File: config.mk
export PLATFORM = sky130hd
export DESIGN_NAME = view_scanner_flat
export DESIGN_NICKNAME = d
export VERILOG_FILES = /design/src/design/race_pkg.sv /design/src/design/map_read_if.sv /design/src/design/scan_if.sv /design/src/design/view_scanner.sv /design/src/flat_wrapper.sv
export SDC_FILE = /design/constraint.sdc
export NUM_CORES = 1
export LEC_CHECK = 0
export CELL_PAD_IN_SITES_DETAIL_PLACEMENT = 1
export CELL_PAD_IN_SITES_GLOBAL_PLACEMENT = 2
export CORE_UTILIZATION = 39
export CTS_CLUSTER_SIZE = 8
export DETAILED_ROUTE_END_ITERATION = 16
export DONT_BUFFER_PORTS = 1
export PLACE_DENSITY = 0.86
export RECOVER_POWER = 25
export SLEW_MARGIN = 20
export SYNTH_ARGS = -nofsm -noshare
export SYNTH_HDL_FRONTEND = slang
export SYNTH_SLANG_ARGS = --single-unit
export TNS_END_PERCENT = 5
File: constraint.sdc
create_clock -name clk_25MHz -period 6.15 [get_ports clk_25MHz]
set_input_delay 1.23 -clock clk_25MHz [delete_from_list [all_inputs] [get_ports clk_25MHz]]
set_output_delay 1.23 -clock clk_25MHz [all_outputs]
set_load 0.01 [all_outputs]
File: src/design/race_pkg.sv
package race_pkg;

    // ------------------------------------------------------------
    // 640x480 scan timing at 25 MHz
    // ------------------------------------------------------------
    localparam int H_VISIBLE = 640;
    localparam int H_FRONT   = 16;
    localparam int H_SYNC    = 96;
    localparam int H_BACK    = 48;
    localparam int H_TOTAL   = H_VISIBLE + H_FRONT + H_SYNC + H_BACK;  // 800
    localparam int V_VISIBLE = 480;
    localparam int V_FRONT   = 10;
    localparam int V_SYNC    = 2;
    localparam int V_BACK    = 33;
    localparam int V_TOTAL   = V_VISIBLE + V_FRONT + V_SYNC + V_BACK;  // 525

    // ------------------------------------------------------------
    // track map and view geometry
    // ------------------------------------------------------------
    localparam int MAP_WIDTH     = 320;
    localparam int MAP_HEIGHT    = 240;
    localparam int MAP_ADDR_W    = 17;
    localparam int COORD_W       = 10;
    localparam int VIEW_WIDTH    = 320;  // one player half
    localparam int VIEW_SHIFT    = 3;    // 8x8 pixels per map cell
    localparam int VIEW_OFFSET_X = 20;
    localparam int VIEW_OFFSET_Y = 22;
    localparam int HUD_TOP       = 360;
    localparam int MINI_LEFT     = 240;
    localparam int MINI_RIGHT    = 400;
    localparam int DOT_RADIUS    = 4;
    localparam int MARK_LEFT     = 123;  // own car box, view relative
    localparam int MARK_RIGHT    = 197;
    localparam int MARK_TOP      = 143;
    localparam int MARK_BOTTOM   = 217;

    typedef logic [11:0] color_t;     // r g b, four bits each
    typedef logic [3:0]  map_index_t;

    localparam color_t PALETTE [16] = '{
        12'h3A2, 12'h777, 12'hFFF, 12'hD22, 12'hEE3, 12'h22C, 12'h8C8, 12'h555,
        12'hA63, 12'h0CC, 12'hC0C, 12'hFA0, 12'h222, 12'h9DF, 12'h6B4, 12'hCCC
    };

    localparam color_t COLOR_LOBBY     = 12'hBEB;
    localparam color_t COLOR_SEPARATOR = 12'hFFF;
    localparam color_t COLOR_HUD       = 12'h444;
    localparam color_t COLOR_OFF_TRACK = 12'h6B4;
    localparam color_t COLOR_P1        = 12'hF00;
    localparam color_t COLOR_P2        = 12'h00F;

    // same codes as the board leds
    typedef enum logic [2:0] {
        IDLE      = 3'd0,
        COUNTDOWN = 3'd3,
        RACING    = 3'd4,
        PAUSE     = 3'd5,
        FINISH    = 3'd6
    } race_state_t;

    localparam int COUNT_STEPS = 3;

    typedef enum logic [3:0] {
        BLANK, LOBBY, SEPARATOR, HUD, MINI_MAP, P1_DOT, P2_DOT,
        P1_MARK, P2_MARK, OFF_TRACK, TRACK
    } pixel_region_t;

endpackage

File: src/design/map_read_if.sv
`timescale 1ns/1ps

interface map_read_if;
    import race_pkg::*;

    logic [MAP_ADDR_W-1:0] view_addr;
    logic [MAP_ADDR_W-1:0] mini_addr;
    map_index_t            view_index;  // one cycle after view_addr
    map_index_t            mini_index;

    modport scanner (output view_addr, output mini_addr);
    modport ram     (input view_addr, input mini_addr, output view_index, output mini_index);
    modport mixer   (input view_index, input mini_index);

endinterface

File: src/design/scan_if.sv
`timescale 1ns/1ps

interface scan_if;
    import race_pkg::*;

    logic          hsync;   // active low
    logic          vsync;   // active low
    pixel_region_t region;
    logic          view;    // 0 player 1 half, 1 player 2 half

    // scanner classifies each pixel
    modport scanner (
        output hsync,
        output vsync,
        output region,
        output view
    );

    modport mixer (
        input hsync,
        input vsync,
        input region,
        input view
    );

endinterface

File: src/design/view_scanner.sv
`timescale 1ns/1ps

module view_scanner (
    input  logic                          clk_25MHz,
    input  logic                          rst,
    input  race_pkg::race_state_t         state,
    input  logic [race_pkg::COORD_W-1:0]  p1_x,
    input  logic [race_pkg::COORD_W-1:0]  p1_y,
    input  logic [race_pkg::COORD_W-1:0]  p2_x,
    input  logic [race_pkg::COORD_W-1:0]  p2_y,
    scan_if.scanner                       scan,
    map_read_if.scanner                   map_rd
);
    import race_pkg::*;

    logic [COORD_W-1:0]    h_cnt, v_cnt;
    logic                  right_half;
    logic [COORD_W-1:0]    rel_x;                 // x inside the player half
    logic [COORD_W-1:0]    my_x, my_y;
    logic [COORD_W-1:0]    cell_x, cell_y;        // magnified view cell
    logic [COORD_W-1:0]    mini_x, mini_y;        // minimap cell
    logic                  off_track, mini_off;
    logic                  in_mini_cols, in_mark;
    logic                  hsync_d, vsync_d;
    pixel_region_t         region_d;
    logic [MAP_ADDR_W-1:0] view_addr_d, mini_addr_d;

    // both axes within DOT_RADIUS of a player
    function automatic logic near(input logic [COORD_W-1:0] a, input logic [COORD_W-1:0] b);
        logic [COORD_W-1:0] diff;
        diff = (a >= b) ? a - b : b - a;
        return diff <= COORD_W'(DOT_RADIUS);
    endfunction

    // ------------------------------------------------------------
    // scan counters
    // ------------------------------------------------------------
    always_ff @(posedge clk_25MHz) begin
        if (rst) begin
            h_cnt <= '0;
            v_cnt <= '0;
        end else if (h_cnt == COORD_W'(H_TOTAL - 1)) begin
            h_cnt <= '0;
            v_cnt <= (v_cnt == COORD_W'(V_TOTAL - 1)) ? '0 : v_cnt + 1'b1;
        end else begin
            h_cnt <= h_cnt + 1'b1;
        end
    end

    assign hsync_d = !(h_cnt >= COORD_W'(H_VISIBLE + H_FRONT) &&
                       h_cnt <  COORD_W'(H_VISIBLE + H_FRONT + H_SYNC));
    assign vsync_d = !(v_cnt >= COORD_W'(V_VISIBLE + V_FRONT) &&
                       v_cnt <  COORD_W'(V_VISIBLE + V_FRONT + V_SYNC));

    // ------------------------------------------------------------
    // per half view, left is player 1
    // ------------------------------------------------------------
    assign right_half = (h_cnt >= COORD_W'(VIEW_WIDTH));
    assign rel_x      = right_half ? h_cnt - COORD_W'(VIEW_WIDTH) : h_cnt;
    assign my_x       = right_half ? p2_x : p1_x;
    assign my_y       = right_half ? p2_y : p1_y;

    assign cell_x    = (rel_x >> VIEW_SHIFT) + my_x - COORD_W'(VIEW_OFFSET_X);
    assign cell_y    = (v_cnt >> VIEW_SHIFT) + my_y - COORD_W'(VIEW_OFFSET_Y);
    assign off_track = (cell_x >= COORD_W'(MAP_WIDTH)) || (cell_y >= COORD_W'(MAP_HEIGHT));

    assign view_addr_d = off_track ? '0 :
                         MAP_ADDR_W'(cell_y) * MAP_ADDR_W'(MAP_WIDTH) + MAP_ADDR_W'(cell_x);

    // minimap at half scale, two map cells per pixel
    assign mini_x   = (h_cnt - COORD_W'(MINI_LEFT)) << 1;
    assign mini_y   = (v_cnt - COORD_W'(HUD_TOP)) << 1;
    assign mini_off = (mini_x >= COORD_W'(MAP_WIDTH)) || (mini_y >= COORD_W'(MAP_HEIGHT));

    assign mini_addr_d = mini_off ? '0 :
                         MAP_ADDR_W'(mini_y) * MAP_ADDR_W'(MAP_WIDTH) + MAP_ADDR_W'(mini_x);

    assign in_mini_cols = (h_cnt >= COORD_W'(MINI_LEFT)) && (h_cnt < COORD_W'(MINI_RIGHT));
    assign in_mark      = (rel_x >= COORD_W'(MARK_LEFT)) && (rel_x <= COORD_W'(MARK_RIGHT)) &&
                          (v_cnt >= COORD_W'(MARK_TOP))  && (v_cnt <= COORD_W'(MARK_BOTTOM));

    // region priority, first match wins
    always_comb begin
        if (h_cnt >= COORD_W'(H_VISIBLE) || v_cnt >= COORD_W'(V_VISIBLE))
            region_d = BLANK;
        else if (state == IDLE)
            region_d = LOBBY;
        else if (v_cnt == COORD_W'(HUD_TOP - 1) || v_cnt == COORD_W'(HUD_TOP))
            region_d = SEPARATOR;
        else if (v_cnt > COORD_W'(HUD_TOP)) begin
            if (in_mini_cols && near(mini_x, p1_x) && near(mini_y, p1_y))
                region_d = P1_DOT;
            else if (in_mini_cols && near(mini_x, p2_x) && near(mini_y, p2_y))
                region_d = P2_DOT;
            else if (in_mini_cols)
                region_d = MINI_MAP;
            else
                region_d = HUD;
        end
        else if (h_cnt == COORD_W'(VIEW_WIDTH - 1) || h_cnt == COORD_W'(VIEW_WIDTH))
            region_d = SEPARATOR;
        else if (in_mark)
            region_d = right_half ? P2_MARK : P1_MARK;
        else if (off_track)
            region_d = OFF_TRACK;
        else
            region_d = TRACK;
    end

    always_ff @(posedge clk_25MHz) begin
        if (rst) begin
            scan.hsync  <= 1'b1;
            scan.vsync  <= 1'b1;
            scan.region <= BLANK;
            scan.view   <= 1'b0;
        end else begin
            scan.hsync  <= hsync_d;
            scan.vsync  <= vsync_d;
            scan.region <= region_d;
            scan.view   <= right_half;
        end
    end

    always_ff @(posedge clk_25MHz) begin
        map_rd.view_addr <= view_addr_d;
        map_rd.mini_addr <= mini_addr_d;
    end

endmodule

File: src/flat_wrapper.sv
// flat-port wrapper written by rule: the top's interface ports become plain ports
module view_scanner_flat import race_pkg::*;
  (clk_25MHz, rst, state, p1_x, p1_y, p2_x, p2_y, scan_hsync, scan_vsync, scan_region, scan_view, map_rd_view_addr, map_rd_mini_addr);
  scan_if scan_i ();
  map_read_if map_rd_i ();
  input  logic clk_25MHz;
  input  logic rst;
  input  race_pkg::race_state_t state;
  input  logic [race_pkg::COORD_W-1:0] p1_x;
  input  logic [race_pkg::COORD_W-1:0] p1_y;
  input  logic [race_pkg::COORD_W-1:0] p2_x;
  input  logic [race_pkg::COORD_W-1:0] p2_y;
  output wire logic [$bits(scan_i.hsync)-1:0] scan_hsync;
  output wire logic [$bits(scan_i.vsync)-1:0] scan_vsync;
  output wire logic [$bits(scan_i.region)-1:0] scan_region;
  output wire logic [$bits(scan_i.view)-1:0] scan_view;
  output wire logic [$bits(map_rd_i.view_addr)-1:0] map_rd_view_addr;
  output wire logic [$bits(map_rd_i.mini_addr)-1:0] map_rd_mini_addr;
  assign scan_hsync = scan_i.hsync;
  assign scan_vsync = scan_i.vsync;
  assign scan_region = scan_i.region;
  assign scan_view = scan_i.view;
  assign map_rd_view_addr = map_rd_i.view_addr;
  assign map_rd_mini_addr = map_rd_i.mini_addr;
  view_scanner u_core (.clk_25MHz(clk_25MHz), .rst(rst), .state(state), .p1_x(p1_x), .p1_y(p1_y), .p2_x(p2_x), .p2_y(p2_y), .scan(scan_i), .map_rd(map_rd_i));
endmodule
Word-level counts from Yosys, hierarchy flattened
Index checks and enable logic that the tools add are counted.
{"block": "totals", "input_bits": 45, "out_inout_bits": 41, "mem_count": 0, "mem_bits_ro": 0, "reg_bits": 61, "word_cells": 103, "latch_bits": 0, "mem_bits_rw": 0}
{"block": "op_classes", "div_mod_pow": 0, "shifts": 0, "mul": 2, "n_eq_ne": 6, "n_bitwise": 0, "mux": 18, "magnitude_cmp": 26, "n_reduce_logical": 22, "addsub": 19}
{"op": "10-bit two-way mux", "count": 8}
{"op": "10-bit subtractor", "count": 8}
{"op": "10-bit by 9-bit greater-or-equal comparator with 1-bit output, second input constant", "count": 5}
{"op": "10-bit by 9-bit equality test with 1-bit output, second input constant", "count": 4}
{"op": "10-bit greater-or-equal comparator", "count": 4}
{"op": "10-bit by 8-bit greater-or-equal comparator with 1-bit output, second input constant", "count": 4}
{"op": "10-bit by 3-bit <= comparator with 1-bit output, second input constant", "count": 4}
{"op": "17-bit by 10-bit adder with 17-bit output", "count": 2}
{"op": "4-bit two-way mux", "count": 6}
{"op": "10-bit by 1-bit adder with 10-bit output, second input constant", "count": 2}
{"op": "7-bit by 10-bit adder with 10-bit output", "count": 2}
{"op": "10-bit equality test, second input constant", "count": 2}
{"op": "10-bit greater-or-equal comparator, second input constant", "count": 2}
{"op": "10-bit by 8-bit <= comparator with 1-bit output, second input constant", "count": 2}
{"op": "10-bit by 9-bit less-than comparator with 1-bit output, second input constant", "count": 2}
{"op": "10-bit by 5-bit subtractor with 10-bit output, second input constant", "count": 2}
{"op": "10-bit by 3-bit multiplier with 11-bit output, second input constant", "count": 1}
{"op": "10-bit by 7-bit greater-or-equal comparator with 1-bit output, second input constant", "count": 1}
{"op": "10-bit by 9-bit > comparator with 1-bit output, second input constant", "count": 1}
{"op": "1-bit logical AND", "count": 10}
{"op": "10-bit less-than comparator, second input constant", "count": 1}
{"op": "9-bit by 3-bit multiplier with 10-bit output, second input constant", "count": 1}
{"op": "10-bit by 9-bit subtractor with 10-bit output, second input constant", "count": 1}
{"op": "9-bit by 8-bit subtractor with 9-bit output, second input constant", "count": 1}
{"op": "10 further kinds", "count": 17}

Logic depth before layout (Yosys ltp)
Gate-level depths: netlist of run 1.
{"block": "logic_depth", "ltp_word": 12, "depth_mapped": 28, "depth_no_buf": 25}

Least setup slack after synthesis of run 1
Ideal clock, no wire load.
{"block": "synth_path", "path_type": "flip-flop to flip-flop", "start": "register u_core.h_cnt[4]", "end": "register u_core.map_rd.view_addr[16]", "n_path_buf": 2, "setup_time_ps": 116, "arrival_time_ps": 5500, "path_slack_ps": 534, "stages_incl_launch_ff": 26, "cell_sequence": "dfxtp_1 inv_1 ha_1 nor4bb_1 a311oi_2 clkbuf_1 clkbuf_1 a21oi_1 ha_1 inv_1 ha_1 fa_1 xnor2_1 inv_1 ha_1 ha_1 inv_1 fa_1 inv_1 a21oi_1 o21ai_0 xor2_1 nand3_1 nor3b_1 xnor3_1 nor2b_1"}
{"block": "synth_via", "elab_chain_len": 6, "elab_cells_between_ends": 14, "cone_classes": "add/sub (6); mul (1); order compare (3); mux (3); reduce/logical (1)"}
{"element": "from (decl)", "line_no": "view_scanner.sv:16", "text": "logic [COORD_W-1:0] h_cnt, v_cnt;"}
{"element": "from (signal assigned)", "line_no": "view_scanner.sv:46", "text": "h_cnt <= h_cnt + 1'b1;"}
{"element": "10-bit by 9-bit greater-or-equal comparator with 1-bit output or 10-bit by 9-bit subtractor with 10-bit output (tied branches)", "line_no": "view_scanner.sv:58, view_scanner.sv:59"}
{"element": "10-bit two-way mux (on tied branches)", "line_no": "view_scanner.sv:61, view_scanner.sv:59, view_scanner.sv:60"}
{"element": "7-bit by 10-bit adder with 10-bit output (on tied branches)", "line_no": "view_scanner.sv:64, view_scanner.sv:63"}
{"element": "10-bit by 5-bit subtractor with 10-bit output (on tied branches)", "line_no": "view_scanner.sv:64, view_scanner.sv:63"}
{"element": "10-bit by 3-bit multiplier with 11-bit output (tied with other cells)", "line_no": "view_scanner.sv:68", "text": "MAP_ADDR_W'(cell_y) * MAP_ADDR_W'(MAP_WIDTH) + MAP_ADDR_W'(cell_x);"}
{"element": "17-bit by 10-bit adder with 17-bit output or 1-bit logical OR (tied branches)", "line_no": "view_scanner.sv:68, view_scanner.sv:65"}
{"element": "to (signal assigned)", "line_no": "view_scanner.sv:125", "text": "map_rd.view_addr <= view_addr_d;"}
{"element": "to (decl)", "line_no": "map_read_if.sv:11", "text": "modport scanner (output view_addr, output mini_addr);"}
Parallel ways exist; a longest one is shown, timed or not.
A chain may end at the register's enable or synchronous reset.

Worst setup path in the final report of run 1
{"block": "layout_path", "start": "register u_core.h_cnt[7]", "end": "register u_core.map_rd.view_addr[16]"}
Same word-level chain as after synthesis.

==> summary.txt, run 1 <==
Post-synth top area cell -> ha_1
Sequential-to-total area share from yosys stat -> 14.61%
Yosys cell types -> 73
Clock root cell -> clkbuf_16
Die area -> 21660 µm²
Detail Placement HPWL -> 21.85 mm
CP max FO -> 11
Worst path required time -> 6360 ps
Ports -> 86
Die X-Extent -> 147.2 µm
WL per Instance -> 19.75 µm
CP Launch Point -> u_core.h_cnt[7]
Pre-CTS WS -> 294.2 ps
Antenna Nets Post-Route -> 0
FF-to-FF path depth -> 21
Initial antenna violation count -> 0
Htree depth -> 3
Synth-to-Final Area Change -> 8.023%
Comb pwr share -> 36.8%
Post-CTS Resized -> 0
Pleak -> 4.048 nW
EDFF count, synth -> 0
Worst setup EP type -> register
Worst Tran Pin Value -> 832.6 ps
Worst min-delay path startpoint -> u_core.h_cnt[0]
TritonCTS clock tree -> built
Tot Pwr -> 1.556 mW
Layout cells sized above 1 -> 4.869%
Final WS setup -> 487.9 ps
First-pass GRT wire length -> 41.82 mm
Highest Clock Rate -> 176.6 MHz
Synth Warn # -> 0
Residual DRC -> 0
Tcrit/Tclk final -> 92.07%
Syn Inst Count -> 1071
Cell types occupying the most area after synthesis -> ha_1, dfxtp_1, xnor2_1, nor2_1, a21oi_1
PD cells -> 175.2 nW/µm²
Number of max-cap violations -> 0
Largest net degree at the start of global routing -> 22
Hold buffers post-CTS -> 0
Mean area per synthesized cell -> 7.674 µm²
Sequential Power Share -> 27.1%
Total global routing overflow -> 0
Routed WL -> 26.43 mm
RSZ-0062 raised after global routing -> no
Nets -> 1266
CTS max path bufs -> 2
Synth Flop Type -> dfxtp_1
Final TNS setup -> 0 ps
Post-CTS Setup Bufs -> 0
Reg2Reg Setup Slack -> 490 ps
Final Max Tran Viols -> 0
Diodes inserted -> 0
Vias in the first global route -> 7728
Int Pwr -> 1.009 mW
Run status -> complete, no violations
1st-pass router iterations -> 5
Vias -> 7570
CP Data Arrival Time -> 5880 ps
Syn nets -> 1274
Switching share of total power -> 35.16%
Slew headroom -> 44.09%
Finish-stage setup viols -> 0
Initial DRC Count -> 342
Cts bufs inserted -> 9
Reg-to-reg critical path startpoint -> u_core.h_cnt[7]
Hold Vio Cnt, Final -> 0
# rows -> 52
Crit Path Class -> reg2reg
Minimum clock period -> 5662 ps
Clock transition at path regs -> 60 ps
Port Buffers -> 0
Synthesized area -> 8219 µm²
Nature of the critical path startpoint -> register
Clock power frac -> 36.1%
Die H -> 147.2 µm
Top cells by count, synth -> ha_1, nor2_1, inv_1
Final Skew -> 10.28 ps
Avg Vias per Cell -> 5.658
Switching pwr -> 0.5470 mW
Final GP Congestion -> 0.9032
Clock Sinks -> 60
Asr flop ratio synth -> 0%
Critical Path End -> u_core.map_rd.view_addr[16]
GRT Total Usage -> 24.66%
Top-area cell type share of the netlist area -> 22.53%
Initial Utilization -> 40.23%
Max VDD drop -> 0.0002254 V
CORE AREA -> 20430 µm²
Later-pin clock latency in the skew report -> 340 ps
Worst Hold Class -> reg2reg
Top-count cell post-synth -> ha_1
Worst flop-to-flop path endpoint -> u_core.map_rd.view_addr[16]
Register bit total from synthesis -> 60
## cell type report
| class | instances | area, µm² |
|---|---|---|
| well taps | 270 | 337.8 |
| inverters | 112 | 420.4 |
| repair buffers | 14 | 97.59 |
| multi-input cells | 866 | 6497 |
| clock inverters | 7 | 98.84 |
| clock buffers | 9 | 225.2 |
| fillers | 2565 | 11550 |
| flip-flops and latches | 60 | 1201 |
## per-layer routing
metal	part of all wire [%]	track usage, %
met2	46	41.30
met3	3.9	3.323
met1	48	32.76
met5	0	0
met4	2.3	7.320
## sequential cells by signal, indices dropped and copies added, names as in the netlist
signal,cells
u_core.map_rd.view_addr,17
u_core.map_rd.mini_addr,16
u_core.h_cnt,10
u_core.v_cnt,10
u_core.scan.region,4
u_core.scan.hsync,1
u_core.scan.view,1
u_core.scan.vsync,1
## per-stage QoR
stage,cell area [µm²],hold slack [ps],utilization [%],instances
3_5_place_dp,8532,501.3,41.76,1321
5_1_grt,8879,532.5,43.46,1338
4_1_cts,8856,515.7,43.35,1337
6_report,8879,508.2,43.46,1338
3_3_place_gp,8532,493.1,41.76,1321
2_1_floorplan,8219,473.4,-,1071
## how the worst min path moves through the flow
| stage | cells past startpoint | endpoint |
|---|---|---|
| floorplan | 1 | u_core.h_cnt[0] |
| global placement | 2 | u_core.map_rd.mini_addr[1] |
| detailed placement | 2 | u_core.map_rd.mini_addr[1] |
| CTS | 2 | u_core.map_rd.mini_addr[1] |
| global route | 2 | u_core.map_rd.mini_addr[1] |
| finish | 2 | u_core.map_rd.mini_addr[1] |
## power groups by stage
| stage | combinational [mW] | sequential (mW) | clock (mW) |
|---|---|---|---|
| floorplan | 0.436 | 0.427 | 0 |
| global placement | 0.562 | 0.431 | 0 |
| detailed placement | 0.568 | 0.430 | 0 |
| CTS | 0.573 | 0.422 | 0.573 |
| global route | 0.638 | 0.423 | 0.592 |
| finish | 0.572 | 0.422 | 0.562 |
## cells in the final DEF (no fill, tap or decap), types with 8 or more instances in the layout
| cell | instances |
|---|---|
| inv_1 | 112 |
| nand2b_1 | 10 |
| a211oi_1 | 9 |
| dfxtp_1 | 60 |
| o21a_1 | 10 |
| nand3_1 | 22 |
| xnor2_1 | 63 |
| ha_1 | 148 |
| mux2i_1 | 12 |
| or3_1 | 8 |
| o211ai_1 | 12 |
| fa_1 | 10 |
| a21oi_1 | 88 |
| a21o_1 | 22 |
| or2_2 | 10 |
| nor3_1 | 29 |
| nand2_1 | 48 |
| nor2b_1 | 17 |
| buf_4 | 12 |
| o21bai_1 | 10 |
| clkbuf_16 | 9 |
| nor2_1 | 120 |
| xor2_1 | 28 |
| and3_1 | 13 |
| and2_1 | 14 |
| o21ai_0 | 43 |
| nor3b_1 | 12 |
| nand4_1 | 15 |
## worst max-delay path, cell delays in order, from the launching register on
cell      delay, ps
dfxtp_1         500
inv_1           180
ha_1            300
a311oi_4        630
mux2_2          400
ha_1            180
ha_1            220
fa_1            420
xnor2_1         170
inv_1            90
ha_1            290
ha_1            160
inv_1            60
fa_1            400
inv_1            80
a21oi_1          60
o21ai_0         280
xor2_1          300
nand3_1         160
nor3b_1         270
xnor3_1         240
nor2b_1         130
## kinds of logic after synthesis
family                     Yosys count  share of synthesized area, %
AOI/OAI and AO/OA                  262                         21.34
xor gates and xnor gates            92                         9.971
adders and majority gates          158                         24.97
buffers and inverters              146                         6.835
DFF                                 60                         14.61
muxes                               15                         1.872
other                                1                       0.04563
and+or+nand+nor                    337                         20.35
No activity file was read; power rests on OpenSTA's default activity.
==> run 2: changes to the inputs <==
--- a/config.mk
+++ b/config.mk
@@ -8,10 +8,11 @@
 export CELL_PAD_IN_SITES_DETAIL_PLACEMENT = 1
 export CELL_PAD_IN_SITES_GLOBAL_PLACEMENT = 2
 export CORE_UTILIZATION = 39
+export CTS_CLUSTER_DIAMETER = 120
 export CTS_CLUSTER_SIZE = 8
 export DETAILED_ROUTE_END_ITERATION = 16
 export DONT_BUFFER_PORTS = 1
-export PLACE_DENSITY = 0.86
+export PLACE_DENSITY_LB_ADDON = 0.1
 export RECOVER_POWER = 25
 export SLEW_MARGIN = 20
 export SYNTH_ARGS = -nofsm -noshare
==> summary.txt, run 2 (same netlist as run 1, synthesis figures left out) <==
GRT Total Usage -> 24.89%
Met3 wire length -> 892 µm
CP max FO -> 37
Bufs and invs on worst path -> 5
Clock root cell -> clkbuf_16
CP Data Arrival Time -> 5840 ps
CP Cell Sequence -> inv_1 > ha_1 > nor4bb_1 > a311oi_4 > buf_12 > mux2_2 > ha_1 > ha_1 > fa_1 > xnor2_1 > inv_1 > ha_1 > ha_1 > inv_1 > fa_1 > inv_1 > a21oi_1 > o21ai_0 > xor2_1 > nand3_1 > nor3b_1 > xnor3_1 > nor2b_1
CORE AREA -> 20430 µm²
Total global routing overflow -> 0
Minimum clock period -> 5628 ps
Run status -> complete, no violations
RSZ-0062 raised after global routing -> no
Most frequent cells in the layout -> ha_1, nor2_1, inv_1
Hold buffers post-CTS -> 0
Clock Sinks -> 60
Die H -> 147.2 µm
Pre-CTS WS -> 514.0 ps
Cts bufs inserted -> 9
CTS max path bufs -> 2
# rows -> 52
Most common cell after layout, fill and taps aside -> ha_1
Met1 wire length -> 13.29 mm
Most common cell on crit path -> ha_1
Vias -> 7417
Max VDD drop -> 0.0001920 V
Final WS setup -> 521.7 ps
Die area -> 21660 µm²
Later-pin clock latency in the skew report -> 340 ps
First-pass GRT wire length -> 42.01 mm
Number of max-cap violations -> 0
Worst-path cell with the longest stage delay -> nor4bb_1
1st-pass router iterations -> 5
Pleak -> 4.025 nW
Htree depth -> 3
Worst setup EP type -> register
Worst Tran Pin Value -> 812.2 ps
Final TNS setup -> 0 ps
Top Registers -> u_core.map_rd.view_addr: 17 flops, u_core.map_rd.mini_addr: 16 flops
Hold Vio Cnt, Final -> 0
Port Buffers -> 0
Clock transition at path regs -> 60 ps
Diodes inserted -> 0
TritonCTS clock tree -> built
Antenna Nets Post-Route -> 0
Initial Utilization -> 40.23%
Initial antenna violation count -> 0
DR WL met2 -> 11.81 mm
Crit Path Class -> reg2reg
Slew headroom -> 45.12%
Nets -> 1261
WL per Instance -> 19.89 µm
Final Max Tran Viols -> 0
Ports -> 86
Worst path required time -> 6360 ps
Post-CTS Resized -> 0
Max reg flops -> 17
Detail Placement HPWL -> 22.09 mm
Worst stage delay on the critical path -> 720 ps
Final Skew -> 8.950 ps
PD cells -> 175.3 nW/µm²
Die X-Extent -> 147.2 µm
Routed WL -> 26.52 mm
Final design utilization -> 43.21%
Largest net degree at the start of global routing -> 38
Final GP Congestion -> 0.8824
Synth-to-Final Area Change -> 7.414%
Post-CTS Setup Bufs -> 0
Initial DRC Count -> 375
Nature of the critical path startpoint -> register
Crit path max-delay family -> adder cells
Layout cells sized above 1 -> 4.327%
Worst Hold Class -> reg2reg
Finish-stage setup viols -> 0
Highest Clock Rate -> 177.7 MHz
Tcrit/Tclk final -> 91.52%
Vias in the first global route -> 7602
Highest Signal Layer -> met4
Avg Vias per Cell -> 5.564
Residual DRC -> 0
Largest Register -> u_core.map_rd.view_addr
run 2: cell type report:
type / instances / area (µm²)
repair buffers: 10 / 83.83
well taps: 270 / 337.8
flip-flops and latches: 60 / 1201
fillers: 2555 / 11600
inverters: 112 / 420.4
clock buffers: 10 / 229.0
clock inverters: 6 / 88.84
multi-input cells: 865 / 6467
run 2: power breakdown:
part           internal, mW  leakage [nW]  total (mW)  switching, mW
registers             0.406         0.485       0.423         0.0168
logic                 0.241          3.39       0.566          0.325
clock network         0.355         0.149       0.558          0.204
total                  1.00          4.02        1.55          0.546
run 2: path summary, 6_finish.rpt:
path	start	end	slack [ps]	depth (start not counted)
worst min register to register	u_core.h_cnt[0]	u_core.h_cnt[0]	550	1
worst max-delay path	u_core.h_cnt[5]	u_core.map_rd.view_addr[16]	520	23
worst min-delay path	u_core.h_cnt[0]	u_core.h_cnt[0]	550	1
worst max register to register	u_core.h_cnt[5]	u_core.map_rd.view_addr[16]	520	23
run 2: per-stage QoR:
stage / cell area [µm²] / hold WS (ps) / total power [mW] / instances
final: 8828 / 547.4 / 1.547 / 1333
after global routing: 8828 / 572.5 / 1.638 / 1333
after global placement: 8514 / 498.3 / 0.9980 / 1317
after CTS: 8832 / 528.9 / 1.563 / 1333
after detailed placement: 8514 / 514.7 / 0.9972 / 1317
after floorplan: 8219 / 473.4 / 0.8634 / 1071
run 2: metal layers:
layer | track usage, % | vias up
li1 | - | 3712
met3 | 3.168 | 28
met1 | 34.70 | 3547
met4 | 6.753 | 0
met2 | 40.09 | 130
met5 | 0 | -
==> run 3: changes to the inputs <==
--- a/config.mk
+++ b/config.mk
@@ -7,7 +7,8 @@
 export LEC_CHECK = 0
 export CELL_PAD_IN_SITES_DETAIL_PLACEMENT = 1
 export CELL_PAD_IN_SITES_GLOBAL_PLACEMENT = 2
-export CORE_UTILIZATION = 39
+export CORE_UTILIZATION = 42
+export CTS_BUF_LIST = sky130_fd_sc_hd__clkbuf_16
 export CTS_CLUSTER_DIAMETER = 120
 export CTS_CLUSTER_SIZE = 8
 export DETAILED_ROUTE_END_ITERATION = 16
==> constraint.sdc (replaced) <==
create_clock -name clk_25MHz -period 7.1 [get_ports clk_25MHz]
set_input_delay 1.42 -clock clk_25MHz [delete_from_list [all_inputs] [get_ports clk_25MHz]]
set_output_delay 1.42 -clock clk_25MHz [all_outputs]
set_load 0.01 [all_outputs]
==> summary.txt, run 3 (same netlist as run 1, synthesis figures left out) <==
Tcrit/Tclk final -> 83.32%
Finish-stage setup viols -> 0
Max VDD drop -> 0.0001424 V
Minimum clock period -> 5916 ps
TritonCTS clock tree -> built
Worst Tran Pin Value -> 844.1 ps
Final Skew -> 11.37 ps
Clock root cell -> clkbuf_16
First-pass GRT wire length -> 42.21 mm
Residual DRC -> 0
FF-to-FF path depth -> 25
Reg2Reg Setup Slack -> 1180 ps
Crit Path Class -> reg2reg
Detail Placement HPWL -> 22.26 mm
Final TNS setup -> 0 ps
Worst hold path cell count -> 1
Post-CTS Resized -> 0
Largest Register -> u_core.map_rd.view_addr
Max reg flops -> 17
Htree depth -> 3
RSZ-0062 raised after global routing -> no
Pleak -> 3.999 nW
Worst stage delay on the critical path -> 750 ps
Later-pin clock latency in the skew report -> 330 ps
Bufs and invs on worst path -> 6
Worst Hold Class -> reg2reg
Avg Vias per Cell -> 5.666
CP Depth -> 25
Slew headroom -> 42.96%
Ports -> 86
Layout cells sized above 1 -> 3.875%
CORE AREA -> 18960 µm²
Vias -> 7468
Most common cell after layout, fill and taps aside -> ha_1
Post-route insts no fill -> 1318
Antenna Nets Post-Route -> 0
Routed WL -> 26.82 mm
Critical Path End -> u_core.map_rd.view_addr[16]
Final GP Congestion -> 0.9384
# rows -> 50
Vias in the first global route -> 7579
Initial Utilization -> 43.36%
Reg-to-reg critical path startpoint -> u_core.h_cnt[4]
Worst setup EP type -> register
Largest net degree at the start of global routing -> 26
Final design utilization -> 46.24%
1st-pass router iterations -> 5
Hold Vio Cnt, Final -> 0
Tot Pwr -> 1.327 mW
CP max FO -> 25
Synth-to-Final Area Change -> 6.637%
Clock transition at path regs -> 60 ps
WL per Instance -> 20.35 µm
CP Data Arrival Time -> 6110 ps
Run status -> complete, no violations
Top Registers -> u_core.map_rd.view_addr: 17 flops, u_core.map_rd.mini_addr: 16 flops
Die area -> 20130 µm²
Final Max Tran Viols -> 0
CTS max path bufs -> 2
Worst path required time -> 7300 ps
PD cells -> 151.4 nW/µm²
Die X-Extent -> 141.9 µm
Nets -> 1257
Crit path max-delay family -> adder cells
Diodes inserted -> 0
Initial DRC Count -> 360
Hold buffers post-CTS -> 0
GRT Total Usage -> 27.27%
Number of max-cap violations -> 0
Worst-path cell with the longest stage delay -> nor4bb_1
Clock Sinks -> 60
Total global routing overflow -> 0
Initial antenna violation count -> 0
Die H -> 141.9 µm
Most frequent cells in the layout -> ha_1, nor2_1, inv_1
CP Launch Point -> u_core.h_cnt[4]
Nature of the critical path startpoint -> register
Port Buffers -> 0
Post-CTS Setup Bufs -> 0
Placed Cells -> 1303
Worst flop-to-flop path endpoint -> u_core.map_rd.view_addr[16]
Cts bufs inserted -> 9
Highest Clock Rate -> 169.0 MHz
==> run 3: cell count changes in the layout (fill, tap and decap cells not counted) <==
cell	delta
clkinv_1	+2
buf_4	-2
clkinvlp_4	-1
clkbuf_1	-2
buf_12	-1
clkinv_4	-1
==> run 3: metrics by stage <==
stage / setup WS, ps / cell area [µm²] / hold WS [ps]
after CTS: 1229 / 8765 / 555.4
after detailed placement: 1289 / 8459 / 533.3
after global placement: 1399 / 8459 / 517.2
final: 1185 / 8765 / 552.7
after floorplan: 1484 / 8219 / 473.4
after global routing: 696.9 / 8765 / 610.0
==> run 3: layout make-up <==
class | count | area [µm²]
tap | 260 | 325.3
fill | 2413 | 10190
sequential | 60 | 1201
clock inverter | 6 | 80.08
timing repair buffer | 6 | 45.04
inverter | 112 | 420.4
clock buffer | 9 | 225.2
multi-input combinational | 865 | 6467
==> run 3: report_power, final <==
| part | total [mW] | leakage, nW | internal [mW] | switching [mW] |
|---|---|---|---|---|
| registers | 0.368 | 0.485 | 0.352 | 0.0159 |
| logic | 0.493 | 3.37 | 0.209 | 0.284 |
| clock network | 0.466 | 0.146 | 0.302 | 0.164 |
==> run 3: per-layer routing <==
layer / track usage (%) / routed length, µm
met5: 0 / 0
met4: 7.187 / 498
met3: 3.544 / 949
met2: 43.63 / 12010
met1: 38.37 / 13360
==> run 3: how the worst min path moves through the flow <==
stage,from,to,slack (ps)
finish,u_core.h_cnt[0],u_core.h_cnt[0],550
global route,u_core.h_cnt[0],u_core.h_cnt[0],610
CTS,u_core.h_cnt[0],u_core.h_cnt[0],560
detailed placement,u_core.h_cnt[0],u_core.h_cnt[0],530
global placement,u_core.h_cnt[0],u_core.h_cnt[0],520
floorplan,u_core.h_cnt[0],u_core.h_cnt[0],470
